## src/hw/eth_rx_cfg.svh

```systemverilog
`ifndef ETH_RX_CFG_SVH
`define ETH_RX_CFG_SVH

// ----------------------------------------
// Framing
// ----------------------------------------

`define ETH_PREAMBLE_BYTES 7
`define ETH_PREAMBLE_VAL   8'h55
`define ETH_SFD_VAL        8'hD5
`define ETH_HEADER_BYTES   14
`define ETH_FCS_BYTES      4

// ----------------------------------------
// Length limits and FCS
// ----------------------------------------

`define ETH_MIN_PAYLOAD 1
`define ETH_MAX_PAYLOAD 1500

// Register value after a good frame and its FCS, no final inversion.
`define ETH_CRC_RESIDUE 32'hDEBB20E3

`endif
```

## src/hw/eth_rx_pkg.sv

```systemverilog
`default_nettype none

package eth_rx_pkg;

    // ----------------------------------------
    // Widths
    // ----------------------------------------

    typedef logic [7:0]  byte_t;
    typedef logic [47:0] mac_addr_t;
    typedef logic [15:0] ethertype_t;
    typedef logic [10:0] payload_len_t;
    typedef logic [15:0] frame_cnt_t;

    // ----------------------------------------
    // Frame records
    // ----------------------------------------

    // First byte on the wire sits in the top bits.
    typedef struct packed {
        mac_addr_t  dest;
        mac_addr_t  src;
        ethertype_t ethertype;
    } eth_header_t;

    typedef struct packed {
        byte_t data;
        logic  last;
    } rx_beat_t;

    typedef struct packed {
        logic         crc_ok;
        logic         addr_ok;
        logic         len_ok;
        payload_len_t payload_len;
        ethertype_t   ethertype;
    } frame_status_t;

    typedef enum logic [2:0] {
        IDLE,
        PREAMBLE,
        HEADER,
        PAYLOAD,
        DRAIN
    } parser_state_t;

endpackage

`default_nettype wire

```

## src/hw/eth_rx_top.sv

```systemverilog
`default_nettype none

module eth_rx_top (
    input  logic                      clk_i,
    input  logic                      rst_i,
    input  eth_rx_pkg::byte_t         rx_d_i,
    input  logic                      rx_dv_i,
    input  eth_rx_pkg::mac_addr_t     station_mac_i,
    input  logic                      promisc_i,
    output eth_rx_pkg::rx_beat_t      payload_o,
    output logic                      payload_valid_o,
    output eth_rx_pkg::frame_status_t status_o,
    output logic                      status_stb_o,
    output eth_rx_pkg::frame_cnt_t    good_frames_o,
    output eth_rx_pkg::frame_cnt_t    bad_frames_o
);

    eth_rx_pkg::rx_beat_t     rx_q;
    logic                     rx_valid_q;

    eth_rx_pkg::rx_beat_t     parser_payload;
    logic                     parser_payload_stb;
    eth_rx_pkg::eth_header_t  parser_hdr;
    logic                     parser_end_stb;
    logic                     parser_len_ok;
    eth_rx_pkg::payload_len_t parser_len;
    logic                     crc_done_stb;
    logic                     crc_ok;

    // ----------------------------------------
    // GMII input register
    // ----------------------------------------

    always_ff @(posedge clk_i) begin
        if (rst_i) begin
            rx_valid_q <= 1'b0;
        end else begin
            rx_valid_q <= rx_dv_i;
        end
    end

    // Frame end travels on the valid bit here.
    always_ff @(posedge clk_i) begin
        rx_q <= '{data: rx_d_i, last: 1'b0};
    end

    eth_frame_parser u_parser (
        .clk_i          (clk_i),
        .rst_i          (rst_i),
        .rx_i           (rx_q),
        .rx_valid_i     (rx_valid_q),
        .payload_o      (parser_payload),
        .payload_stb_o  (parser_payload_stb),
        .hdr_o          (parser_hdr),
        .frame_end_stb_o(parser_end_stb),
        .len_ok_o       (parser_len_ok),
        .payload_len_o  (parser_len)
    );

    eth_crc32_check u_crc (
        .clk_i         (clk_i),
        .rst_i         (rst_i),
        .rx_i          (rx_q),
        .rx_valid_i    (rx_valid_q),
        .crc_done_stb_o(crc_done_stb),
        .crc_ok_o      (crc_ok)
    );

    eth_rx_filter u_filter (
        .clk_i          (clk_i),
        .rst_i          (rst_i),
        .payload_i      (parser_payload),
        .payload_stb_i  (parser_payload_stb),
        .hdr_i          (parser_hdr),
        .frame_end_stb_i(parser_end_stb),
        .len_ok_i       (parser_len_ok),
        .payload_len_i  (parser_len),
        .crc_done_stb_i (crc_done_stb),
        .crc_ok_i       (crc_ok),
        .station_mac_i  (station_mac_i),
        .promisc_i      (promisc_i),
        .payload_o      (payload_o),
        .payload_valid_o(payload_valid_o),
        .status_o       (status_o),
        .status_stb_o   (status_stb_o),
        .good_frames_o  (good_frames_o),
        .bad_frames_o   (bad_frames_o)
    );

endmodule

`default_nettype wire

```

## src/hw/eth_rx_filter.sv

```systemverilog
`default_nettype none

module eth_rx_filter (
    input  logic                      clk_i,
    input  logic                      rst_i,
    input  eth_rx_pkg::rx_beat_t      payload_i,
    input  logic                      payload_stb_i,
    input  eth_rx_pkg::eth_header_t   hdr_i,
    input  logic                      frame_end_stb_i,
    input  logic                      len_ok_i,
    input  eth_rx_pkg::payload_len_t  payload_len_i,
    input  logic                      crc_done_stb_i,
    input  logic                      crc_ok_i,
    input  eth_rx_pkg::mac_addr_t     station_mac_i,
    input  logic                      promisc_i,
    output eth_rx_pkg::rx_beat_t      payload_o,
    output logic                      payload_valid_o,
    output eth_rx_pkg::frame_status_t status_o,
    output logic                      status_stb_o,
    output eth_rx_pkg::frame_cnt_t    good_frames_o,
    output eth_rx_pkg::frame_cnt_t    bad_frames_o
);

    localparam eth_rx_pkg::mac_addr_t BCAST_MAC = 48'hFFFF_FFFF_FFFF;

    logic addr_ok;
    logic crc_ok;
    logic frame_good;

    assign addr_ok = promisc_i ||
                     (hdr_i.dest == station_mac_i) ||
                     (hdr_i.dest == BCAST_MAC);

    // Both end strobes arrive together.
    assign crc_ok     = crc_done_stb_i & crc_ok_i;
    assign frame_good = crc_ok & addr_ok & len_ok_i;

    // ----------------------------------------
    // Payload forwarding
    // ----------------------------------------

    always_ff @(posedge clk_i) begin
        if (rst_i) begin
            payload_valid_o <= 1'b0;
        end else begin
            payload_valid_o <= payload_stb_i & addr_ok;
        end
    end

    always_ff @(posedge clk_i) begin
        if (payload_stb_i) begin
            payload_o <= payload_i;
        end
    end

    // ----------------------------------------
    // Status and statistics
    // ----------------------------------------

    always_ff @(posedge clk_i) begin
        if (frame_end_stb_i) begin
            status_o <= '{
                crc_ok:      crc_ok,
                addr_ok:     addr_ok,
                len_ok:      len_ok_i,
                payload_len: payload_len_i,
                ethertype:   hdr_i.ethertype
            };
        end
    end

    always_ff @(posedge clk_i) begin
        if (rst_i) begin
            status_stb_o  <= 1'b0;
            good_frames_o <= '0;
            bad_frames_o  <= '0;
        end else begin
            status_stb_o <= frame_end_stb_i;
            if (frame_end_stb_i) begin
                // Counters hold at full scale.
                if (frame_good) begin
                    if (good_frames_o != '1) begin
                        good_frames_o <= good_frames_o + 16'd1;
                    end
                end else if (bad_frames_o != '1) begin
                    bad_frames_o <= bad_frames_o + 16'd1;
                end
            end
        end
    end

endmodule

`default_nettype wire

```

## src/hw/eth_crc32_check.sv

```systemverilog
`default_nettype none

`include "eth_rx_cfg.svh"

module eth_crc32_check (
    input  logic                 clk_i,
    input  logic                 rst_i,
    input  eth_rx_pkg::rx_beat_t rx_i,
    input  logic                 rx_valid_i,
    output logic                 crc_done_stb_o,
    output logic                 crc_ok_o
);

    // Reflected form of 04C11DB7.
    localparam logic [31:0] CRC_POLY_REFL = 32'hEDB8_8320;

    logic [31:0] crc_q;
    logic        active_q;
    logic        pre_seen_q;
    logic        sfd_hit;

    function automatic logic [31:0] crc_byte(input logic [31:0] crc,
                                             input eth_rx_pkg::byte_t data);
        logic [31:0] c;
        c = crc ^ {24'd0, data};
        for (int i = 0; i < 8; i++) begin
            c = c[0] ? ((c >> 1) ^ CRC_POLY_REFL) : (c >> 1);
        end
        return c;
    endfunction

    assign sfd_hit = !active_q && rx_valid_i && pre_seen_q && rx_i.data == `ETH_SFD_VAL;

    always_ff @(posedge clk_i) begin
        if (rst_i) begin
            active_q       <= 1'b0;
            pre_seen_q     <= 1'b0;
            crc_done_stb_o <= 1'b0;
            crc_ok_o       <= 1'b0;
        end else begin
            crc_done_stb_o <= 1'b0;
            pre_seen_q     <= rx_valid_i && rx_i.data == `ETH_PREAMBLE_VAL;
            if (sfd_hit) begin
                active_q <= 1'b1;
            end else if (active_q && !rx_valid_i) begin
                active_q       <= 1'b0;
                crc_done_stb_o <= 1'b1;
                crc_ok_o       <= (crc_q == `ETH_CRC_RESIDUE);
            end
        end
    end

    always_ff @(posedge clk_i) begin
        if (sfd_hit) begin
            crc_q <= '1;
        end else if (active_q && rx_valid_i) begin
            crc_q <= crc_byte(crc_q, rx_i.data);
        end
    end

endmodule

`default_nettype wire

```

## src/hw/eth_frame_parser.sv

```systemverilog
`default_nettype none

`include "eth_rx_cfg.svh"

module eth_frame_parser (
    input  logic                     clk_i,
    input  logic                     rst_i,
    input  eth_rx_pkg::rx_beat_t     rx_i,
    input  logic                     rx_valid_i,
    output eth_rx_pkg::rx_beat_t     payload_o,
    output logic                     payload_stb_o,
    output eth_rx_pkg::eth_header_t  hdr_o,
    output logic                     frame_end_stb_o,
    output logic                     len_ok_o,
    output eth_rx_pkg::payload_len_t payload_len_o
);

    localparam int HDR_BITS = `ETH_HEADER_BYTES * 8;

    eth_rx_pkg::parser_state_t state_q;

    logic       valid_d;
    logic       frame_start;
    logic [2:0] pre_cnt;
    logic [3:0] hdr_cnt;
    logic [2:0] hold_cnt;
    logic       hold_full;
    logic       out_stb_q;

    eth_rx_pkg::byte_t [`ETH_FCS_BYTES-1:0] hold_q;
    eth_rx_pkg::byte_t                      out_data_q;
    eth_rx_pkg::eth_header_t                hdr_q;
    eth_rx_pkg::payload_len_t               pay_cnt;

    assign frame_start = rx_valid_i & ~valid_d;
    assign hold_full   = (hold_cnt == 3'(`ETH_FCS_BYTES));

    // ----------------------------------------
    // Control FSM
    // ----------------------------------------

    always_ff @(posedge clk_i) begin
        if (rst_i) begin
            state_q   <= eth_rx_pkg::IDLE;
            valid_d   <= 1'b0;
            out_stb_q <= 1'b0;
            pre_cnt   <= '0;
            hdr_cnt   <= '0;
            hold_cnt  <= '0;
            pay_cnt   <= '0;
        end else begin
            valid_d   <= rx_valid_i;
            out_stb_q <= 1'b0;
            case (state_q)
                eth_rx_pkg::IDLE: begin
                    // Only a rising valid can open a frame.
                    if (frame_start && rx_i.data == `ETH_PREAMBLE_VAL) begin
                        state_q <= eth_rx_pkg::PREAMBLE;
                        pre_cnt <= 3'd1;
                    end
                end
                eth_rx_pkg::PREAMBLE: begin
                    if (!rx_valid_i) begin
                        state_q <= eth_rx_pkg::IDLE;
                    end else if (pre_cnt == 3'(`ETH_PREAMBLE_BYTES)) begin
                        if (rx_i.data == `ETH_SFD_VAL) begin
                            state_q <= eth_rx_pkg::HEADER;
                            hdr_cnt <= '0;
                            pay_cnt <= '0;
                        end else begin
                            state_q <= eth_rx_pkg::IDLE;
                        end
                    end else if (rx_i.data == `ETH_PREAMBLE_VAL) begin
                        pre_cnt <= pre_cnt + 3'd1;
                    end else begin
                        state_q <= eth_rx_pkg::IDLE;
                    end
                end
                eth_rx_pkg::HEADER: begin
                    if (!rx_valid_i) begin
                        state_q <= eth_rx_pkg::DRAIN;
                    end else begin
                        hdr_cnt <= hdr_cnt + 4'd1;
                        if (hdr_cnt == 4'(`ETH_HEADER_BYTES - 1)) begin
                            state_q  <= eth_rx_pkg::PAYLOAD;
                            hold_cnt <= '0;
                        end
                    end
                end
                eth_rx_pkg::PAYLOAD: begin
                    if (!rx_valid_i) begin
                        // Whatever sits in the hold line is the FCS.
                        state_q <= eth_rx_pkg::DRAIN;
                    end else if (hold_full) begin
                        out_stb_q <= 1'b1;
                        if (pay_cnt != '1) begin
                            pay_cnt <= pay_cnt + 11'd1;
                        end
                    end else begin
                        hold_cnt <= hold_cnt + 3'd1;
                    end
                end
                eth_rx_pkg::DRAIN: begin
                    state_q <= eth_rx_pkg::IDLE;
                end
                default: begin
                    state_q <= eth_rx_pkg::IDLE;
                end
            endcase
        end
    end

    // ----------------------------------------
    // Header and hold line
    // ----------------------------------------

    always_ff @(posedge clk_i) begin
        if (state_q == eth_rx_pkg::HEADER && rx_valid_i) begin
            hdr_q <= {hdr_q[HDR_BITS-9:0], rx_i.data};
        end
        if (state_q == eth_rx_pkg::PAYLOAD && rx_valid_i) begin
            hold_q     <= {hold_q[`ETH_FCS_BYTES-2:0], rx_i.data};
            out_data_q <= hold_q[`ETH_FCS_BYTES-1];
        end
    end

    // A release followed by a low valid was the final payload byte.
    assign payload_o.data = out_data_q;
    assign payload_o.last = out_stb_q & ~rx_valid_i;
    assign payload_stb_o  = out_stb_q;

    assign hdr_o           = hdr_q;
    assign frame_end_stb_o = (state_q == eth_rx_pkg::DRAIN);
    assign payload_len_o   = pay_cnt;
    assign len_ok_o        = (pay_cnt >= 11'(`ETH_MIN_PAYLOAD)) &&
                             (pay_cnt <= 11'(`ETH_MAX_PAYLOAD));

endmodule

`default_nettype wire

```

## config.mk

```make
export PLATFORM = sky130hd
export DESIGN_NAME = eth_rx_top
export DESIGN_NICKNAME = d
export VERILOG_FILES = /design/src/hw/eth_rx_pkg.sv /design/src/hw/eth_rx_top.sv /design/src/hw/eth_rx_filter.sv /design/src/hw/eth_crc32_check.sv /design/src/hw/eth_frame_parser.sv
export VERILOG_INCLUDE_DIRS = /design/src /design/src/hw
export SDC_FILE = /design/constraint.sdc
export NUM_CORES = 1
export LEC_CHECK = 0
export BUFFER_PORTS_ARGS = -buffer_cell sky130_fd_sc_hd__buf_2
export CAP_MARGIN = 0
export CELL_PAD_IN_SITES_DETAIL_PLACEMENT = 0
export CELL_PAD_IN_SITES_GLOBAL_PLACEMENT = 1
export CORE_ASPECT_RATIO = 1.25
export CORE_MARGIN = 10
export CORE_UTILIZATION = 50
export DETAILED_ROUTE_END_ITERATION = 6
export PLACE_DENSITY_LB_ADDON = 0.1
export REMOVE_ABC_BUFFERS = 1
export SETUP_SLACK_MARGIN = 0.1
export SYNTH_ARGS = -nofsm -noshare
export SYNTH_HDL_FRONTEND = slang
export SYNTH_SLANG_ARGS = --single-unit
```

## constraint.sdc

```tcl
create_clock -name clk_i -period 8.55 [get_ports clk_i]
set_input_delay 0.4275 -clock clk_i [delete_from_list [all_inputs] [get_ports clk_i]]
set_output_delay 0.4275 -clock clk_i [all_outputs]
set_load 0.1 [all_outputs]
```

# Yosys cells after proc, flatten, opt, wreduce, memory -nomap -nowiden
# Index checks and enable logic that the tools add are counted.
word_totals:
  reg_bits: 296
  inputBits: 60
classes:
  mux: 42
  bitwise: 20
  magnitude_cmp: 2
  reduce_logical: 30
  add_sub_neg: 6
  eq_ne: 30
ops:
  columns: ["op", "n"]
  rows:
  - ["two-way mux 32 bit", 8]
  - ["inverter 13 -> 14 bit", 8]
  - ["two-way mux 11 bit", 6]
  - ["equality test 48 bit", 1]
  - ["equality test 48 bit (second input constant)", 1]
  - ["two-way mux 3 bit", 14]
  - ["adder 16 x 1 -> 16 bit (second input constant)", 2]
  - ["equality test 32 bit (second input constant)", 1]
  - ["inequality test 16 bit (second input constant)", 2]
  - ["XOR 32 x 8 -> 32 bit", 1]
  - ["case mux 11 bit (2 select lines)", 1]
  - ["two-way mux 4 bit", 4]
  - ["AND reduction 5 bit", 3]
  - ["inequality test 2 x 1 -> 1 bit (second input constant)", 7]
  - ["inequality test 2 bit (second input constant)", 6]
  - ["case mux 3 bit (2 select lines)", 2]
  - ["case mux 3 bit (4 select lines)", 1]
  - ["adder 11 x 1 -> 11 bit (second input constant)", 1]
  - ["greater-or-equal comparator 11 x 1 -> 1 bit (second input constant)", 1]
  - ["<= comparator 11 bit (second input constant)", 1]
  - ["inequality test 11 bit (second input constant)", 1]
  - ["logical AND 1 bit", 10]
  - ["nonzero test 2 bit", 5]
  - ["equality test 3 bit (second input constant)", 3]
  - ["23 further kinds", 40]

# Longest topological paths before layout
depth:
  ltp_word: 17
  depth_mapped: 11
  depth_no_buf: 9

# Cells and area by module
# Synthesis repeated with hierarchy kept, for this count alone.
hier_totals:
  cells_unflattened: 855
  hier_area_um2: 11845.1
modules_own_cells:
  columns: ["module", "area_per_inst_um2", "n_inst", "cells_per_inst"]
  rows:
  - ["eth_frame_parser", 6118.4, 1, 341]
  - ["eth_rx_filter", 3583.4, 1, 314]
  - ["eth_crc32_check", 1945.6, 1, 189]
  - ["eth_rx_top", 197.7, 1, 11]

# Least setup slack after synthesis
# OpenSTA, ideal clock, no wires.
synth_timing:
  path_kind: "reg2reg"
  start: "reg u_parser.state_q[1]"
  end: "reg u_parser.hdr_q (netlist bit u_parser.hdr_o[0]), enable pin"
  setup_time_ps: 485
  path_stages_with_launch: 4
  slack_ps: 4526
  arrival_time_ps: 3539
  period_less_slack_ps: 4024
  path_cell_list: "dfxtp_1 > clkbuf_1 > nor2b_1 > and3_1"
synth_via:
  elab_chain_len: 2
synth_rtl:
  columns: ["item", "line_no", "source"]
  rows:
  - ["start: declaration", "eth_frame_parser.sv:20", "eth_rx_pkg::parser_state_t state_q;"]
  - ["start signal: assignment", "eth_frame_parser.sv:44", "state_q <= eth_rx_pkg::IDLE;"]
  - ["start signal: assignment", "eth_frame_parser.sv:58", "state_q <= eth_rx_pkg::PREAMBLE;"]
  - ["start signal: assignment", "eth_frame_parser.sv:64", "state_q <= eth_rx_pkg::IDLE;"]
  - ["equality test 3 x 2 -> 1 bit", "eth_frame_parser.sv:118", "if (state_q == eth_rx_pkg::HEADER && rx_valid_i) begin"]
  - ["logical AND 1 bit", "eth_frame_parser.sv:118", null]
  - ["end signal: assignment", "eth_frame_parser.sv:119", "hdr_q <= {hdr_q[HDR_BITS-9:0], rx_i.data};"]
  - ["end: declaration", "eth_frame_parser.sv:32", "eth_rx_pkg::eth_header_t hdr_q;"]
# No other way between the ends.
# A chain may end at the register's enable or synchronous reset.

# Final worst setup path
layout_timing:
  start: "reg u_parser.hdr_q (netlist bit u_parser.hdr_o[96])"
  end: "reg u_filter.good_frames_o[5]"
layout_via:
  elab_chain_len: 6
  elab_cells_between_ends: 7
  classes_between: "eq/ne: 2; bitwise: 2; reduce/logical: 3"
layout_rtl:
  columns: ["item", "line_no", "source"]
  rows:
  - ["equality test 48 bit", "eth_rx_filter.sv:31", "(hdr_i.dest == station_mac_i) ||"]
  - ["logical OR 1 bit", "eth_rx_filter.sv:30", "assign addr_ok = promisc_i ||"]
  - ["logical OR 1 bit (*)", "eth_rx_filter.sv:31", null]
  - ["named net u_filter.addr_ok", "eth_rx_filter.sv:26", "logic addr_ok;"]
  - ["AND 1 bit (*) (2 in a row)", "eth_rx_filter.sv:36", "assign frame_good = crc_ok & addr_ok & len_ok_i;"]
  - ["AND reduction 3 bit (no source line) (*)", null, null]
  - ["end signal: assignment", "eth_rx_filter.sv:83", "good_frames_o <= good_frames_o + 16'd1;"]
  - ["end: declaration", "eth_rx_filter.sv:20", "output eth_rx_pkg::frame_cnt_t good_frames_o,"]
# The timed path passes the listed nets; every way through them passes the cells marked *.

==> flow_summary.yaml <==
outcome:
  status: "completed"
synthesis:
  async_flop_share_pct: 0
  synth-edff-count: 191
  syn_area_per_cell_sq_um: 14.2
  synthDistinctLibCells: 52
  ys_seq_elements: 296
  ys.flop_type: "edfxtp_1"
  netlist_area_sq_um: 11500
  syn_inst: 807
  ys_seq_area_share_pct: 68.4
  yosysWarningCount: 0
drt:
  via_per_inst: 5.40
  drc: 0
  vias: 6828
  drt_wl_total_um: 23500
  ant_nets: 0
  drtIter0Drc: 390
  wl_per_cell_um: 18.6
  drt_first_pass_iters: 5
place:
  hpwl_um: 16600
  io_buffers: 132
  gp_congestion: 0.886
power_and_ir_drop:
  power_density_nw_per_um2: 209
  p_clk_share_pct: 42.5
  combinationalPowerShare_pct: 3.6
  p_switching_w: 0.000560
  leakage_nw: 4.81
  p_seq_share_pct: 53.9
  p_int_w: 0.00225
  ir_worst_vdd_mv: 0.183
  switching_share_pct: 19.9
critical_path:
  cp_max_fo: 27
  path_class: "reg2reg"
  cp-start-kind: "flop"
  crit_slowest_cell: "or4_1"
  worst_ep_required_time_ns: 9.01
  cp-end-kind: "flop"
  worstPathArrival_ns: 3.47
  worst_path_largest_cell_delay_ns: 0.57
  crit_chain: "xor2_1 > nor4_1 > nand4_1 > o31ai_4 > nand3_4 > or4_1 > a21oi_1"
final_layout:
  drive_above_1_share_pct: 21.1
  fin_util_pct: 59.7
  area_delta_synth_final_pct: 16.9
  most-common-layout-cells: "edfxtp_1 (191), buf_2 (132), dfxtp_1 (105)"
  diodes: 0
  final_common_cell: "edfxtp_1"
  final_net_count: 1031
  n_fill_cell: 1804
timing:
  slew_violations: 0
  rsz0062_at_grt: "false"
  fin_worst_skew_ns: 0.00990
  hold_viol: 0
  finalCriticalPeriod_ns: 3.01
  setup_violations: 0
  period_share_pct: 35.2
  setup-tns-final_ns: 0
  worst_slew_pin_slew_ns: 1.05
  fmax_mhz: 333
  relSlewSlack_pct: 29.3
run:
  drv_cap: 0
clocking:
  ctsResizeCount: 0
  htreeDepth: 1
  cts_root_buffer: "clkbuf_16"
  clk_pin_slew_ns: 0.06
  clk_latency_ns: 0.53
  cts-buffers-inserted: 29
  cts.sinks: 296
  max-clock-path-buffers: 3
  cts_tree: "built"
global_routing:
  grt_max_degree: 80
  gr-total-overflow: 0
  antenna_found_initial: 0
  grt_usage_pct: 15.5
  grt_pass1_wl_um: 37600
  grt_pass1_vias: 7124
floorplanning:
  die-area_sq_um: 29400
  fp.dieH_um: 189
  coreArea_sq_um: 22400
  die_w_um: 155
  rows: 61
  start_util_pct: 51.1
  num_io_pins: 133
hold_path:
  min_path_type: "in2reg"
==> synthesized netlist by cell type, types with 3 or more instances <==
library cell	n	share of area (%)
a211oi_1	3	0.20
a21oi_1	25	1.1
a22oi_1	3	0.20
a31oi_1	4	0.22
a41oi_1	5	0.38
and2_1	6	0.33
and3_1	16	0.87
and4_1	4	0.31
clkbuf_1	19	0.62
dfxtp_1	105	18
edfxtp_1	191	50
ha_1	11	1.2
inv_1	13	0.43
mux2_2	9	0.88
mux2i_1	5	0.44
nand2_1	15	0.49
nand2b_1	3	0.16
nand3_1	19	0.83
nand4_1	32	1.7
nand4b_1	3	0.23
nor2_1	48	1.6
nor2b_1	21	1.1
nor3_1	10	0.44
nor4_1	15	0.82
nor4_2	4	0.44
o21ai_0	6	0.26
o22a_1	32	2.4
o31ai_1	8	0.52
or3_1	4	0.22
or4_1	9	0.59
xnor2_1	61	4.7
xor2_1	70	5.3
==> what timing repair did <==
item / CTS / global route
hold buffers: 8 / 0
endpoints found under the setup margin: 0 / 0
setup buffers: 0 / 0
endpoints found under the hold margin: 8 / 0
==> path summary, 6_finish.rpt <==
kind,start,slack [ns],to,cells after the start
worst min register to register,u_parser.hold_q[26]$_DFFE_PP_,0.41,u_parser.out_data_q[2]$_DFFE_PP_,0
worst max register to register,u_parser.hdr_o[96]$_DFFE_PP_,5.54,u_filter.good_frames_o[5]$_SDFFE_PP0P_,7
worst min-delay path,rx_dv_i,0.11,rx_valid_q$_SDFF_PP0_,2
worst max-delay path,u_parser.hdr_o[96]$_DFFE_PP_,5.54,u_filter.good_frames_o[5]$_SDFFE_PP0P_,7
==> worst max-delay path, delay by kind of cell (launching register included) <==
kind | cells | cell delay [ns]
compound gates | 2 | 0.68
xor+xnor | 1 | 0.17
flops | 1 | 0.44
simple gates | 4 | 1.64
==> state kept, by name, indices dropped and copies added, names as in the netlist, 3 cells and up <==
register and cells:
u_parser.payload_len_o 11, u_parser.state_q 3, u_filter.good_frames_o 16, u_crc.crc_q 32
u_parser.out_data_q 8, u_parser.hdr_cnt 4, u_filter.bad_frames_o 16, u_parser.hold_cnt 3
u_filter.status_o 30, rx_q 8, u_parser.pre_cnt 3, u_filter.payload_o 9
u_parser.hdr_o 112, u_parser.hold_q 32
==> final cells by class <==
cell class | instances | area (sq um) | area share (%)
Sequential cell | 296 | 7840 | 58.5
Multi-Input combinational cell | 475 | 3490 | 26.1
Timing Repair Buffer | 145 | 778 | 5.81
Clock buffer | 39 | 773 | 5.77
Tap cell | 283 | 354 | 2.64
Clock inverter | 14 | 120 | 0.896
Inverter | 13 | 48.8 | 0.364
==> per-layer routing <==
layer | up-vias | track usage, % | wire length, um
met5 | - | 0 | 0
met4 | 0 | 5.16 | 585
met3 | 42 | 3.76 | 1400
met2 | 163 | 26.9 | 11900
met1 | 3306 | 18.5 | 9700
li1 | 3317 | - | -
==> kinds of logic (layout without fill, tap and decap cells) <==
group	after synthesis	after routing	share of synthesized area [%]
adders and majority gates	11	11	1.20
AOI/OAI and AO/OA	96	96	6.23
buffers and inverters	36	211	1.25
muxes	14	14	1.32
and+or+nand+nor	222	222	11.5
DFF	296	296	68.4
xor gates and xnor gates	132	132	10.1
==> power groups by stage <==
| stage | clock [W] | combinational [W] | sequential (W) |
|---|---|---|---|
| 6_report | 0.00119 | 0.000102 | 0.00151 |
| 5_1_grt | 0.00129 | 0.000111 | 0.00151 |
| 4_1_cts | 0.00123 | 0.000103 | 0.00151 |
| 3_5_place_dp | 0 | 0.0000992 | 0.00154 |
| 3_3_place_gp | 0 | 0.0000979 | 0.00154 |
| 2_1_floorplan | 0 | 0.0000652 | 0.00154 |
==> per-stage QoR <==
stage / hold slack, ns / cells / power, W / area [sq um] / setup WS, ns
4_1_cts: 0.102 / 1265 / 0.00284 / 13400 / 5.52
3_3_place_gp: 0.401 / 1204 / 0.00164 / 12400 / 5.56
3_5_place_dp: 0.405 / 1204 / 0.00164 / 12400 / 5.44
5_1_grt: 0.101 / 1265 / 0.00291 / 13400 / 5.39
2_1_floorplan: 0.400 / 784 / 0.00161 / 11400 / 4.64
6_report: 0.114 / 1265 / 0.00281 / 13400 / 5.54
No activity file was read; power rests on OpenSTA's default activity.
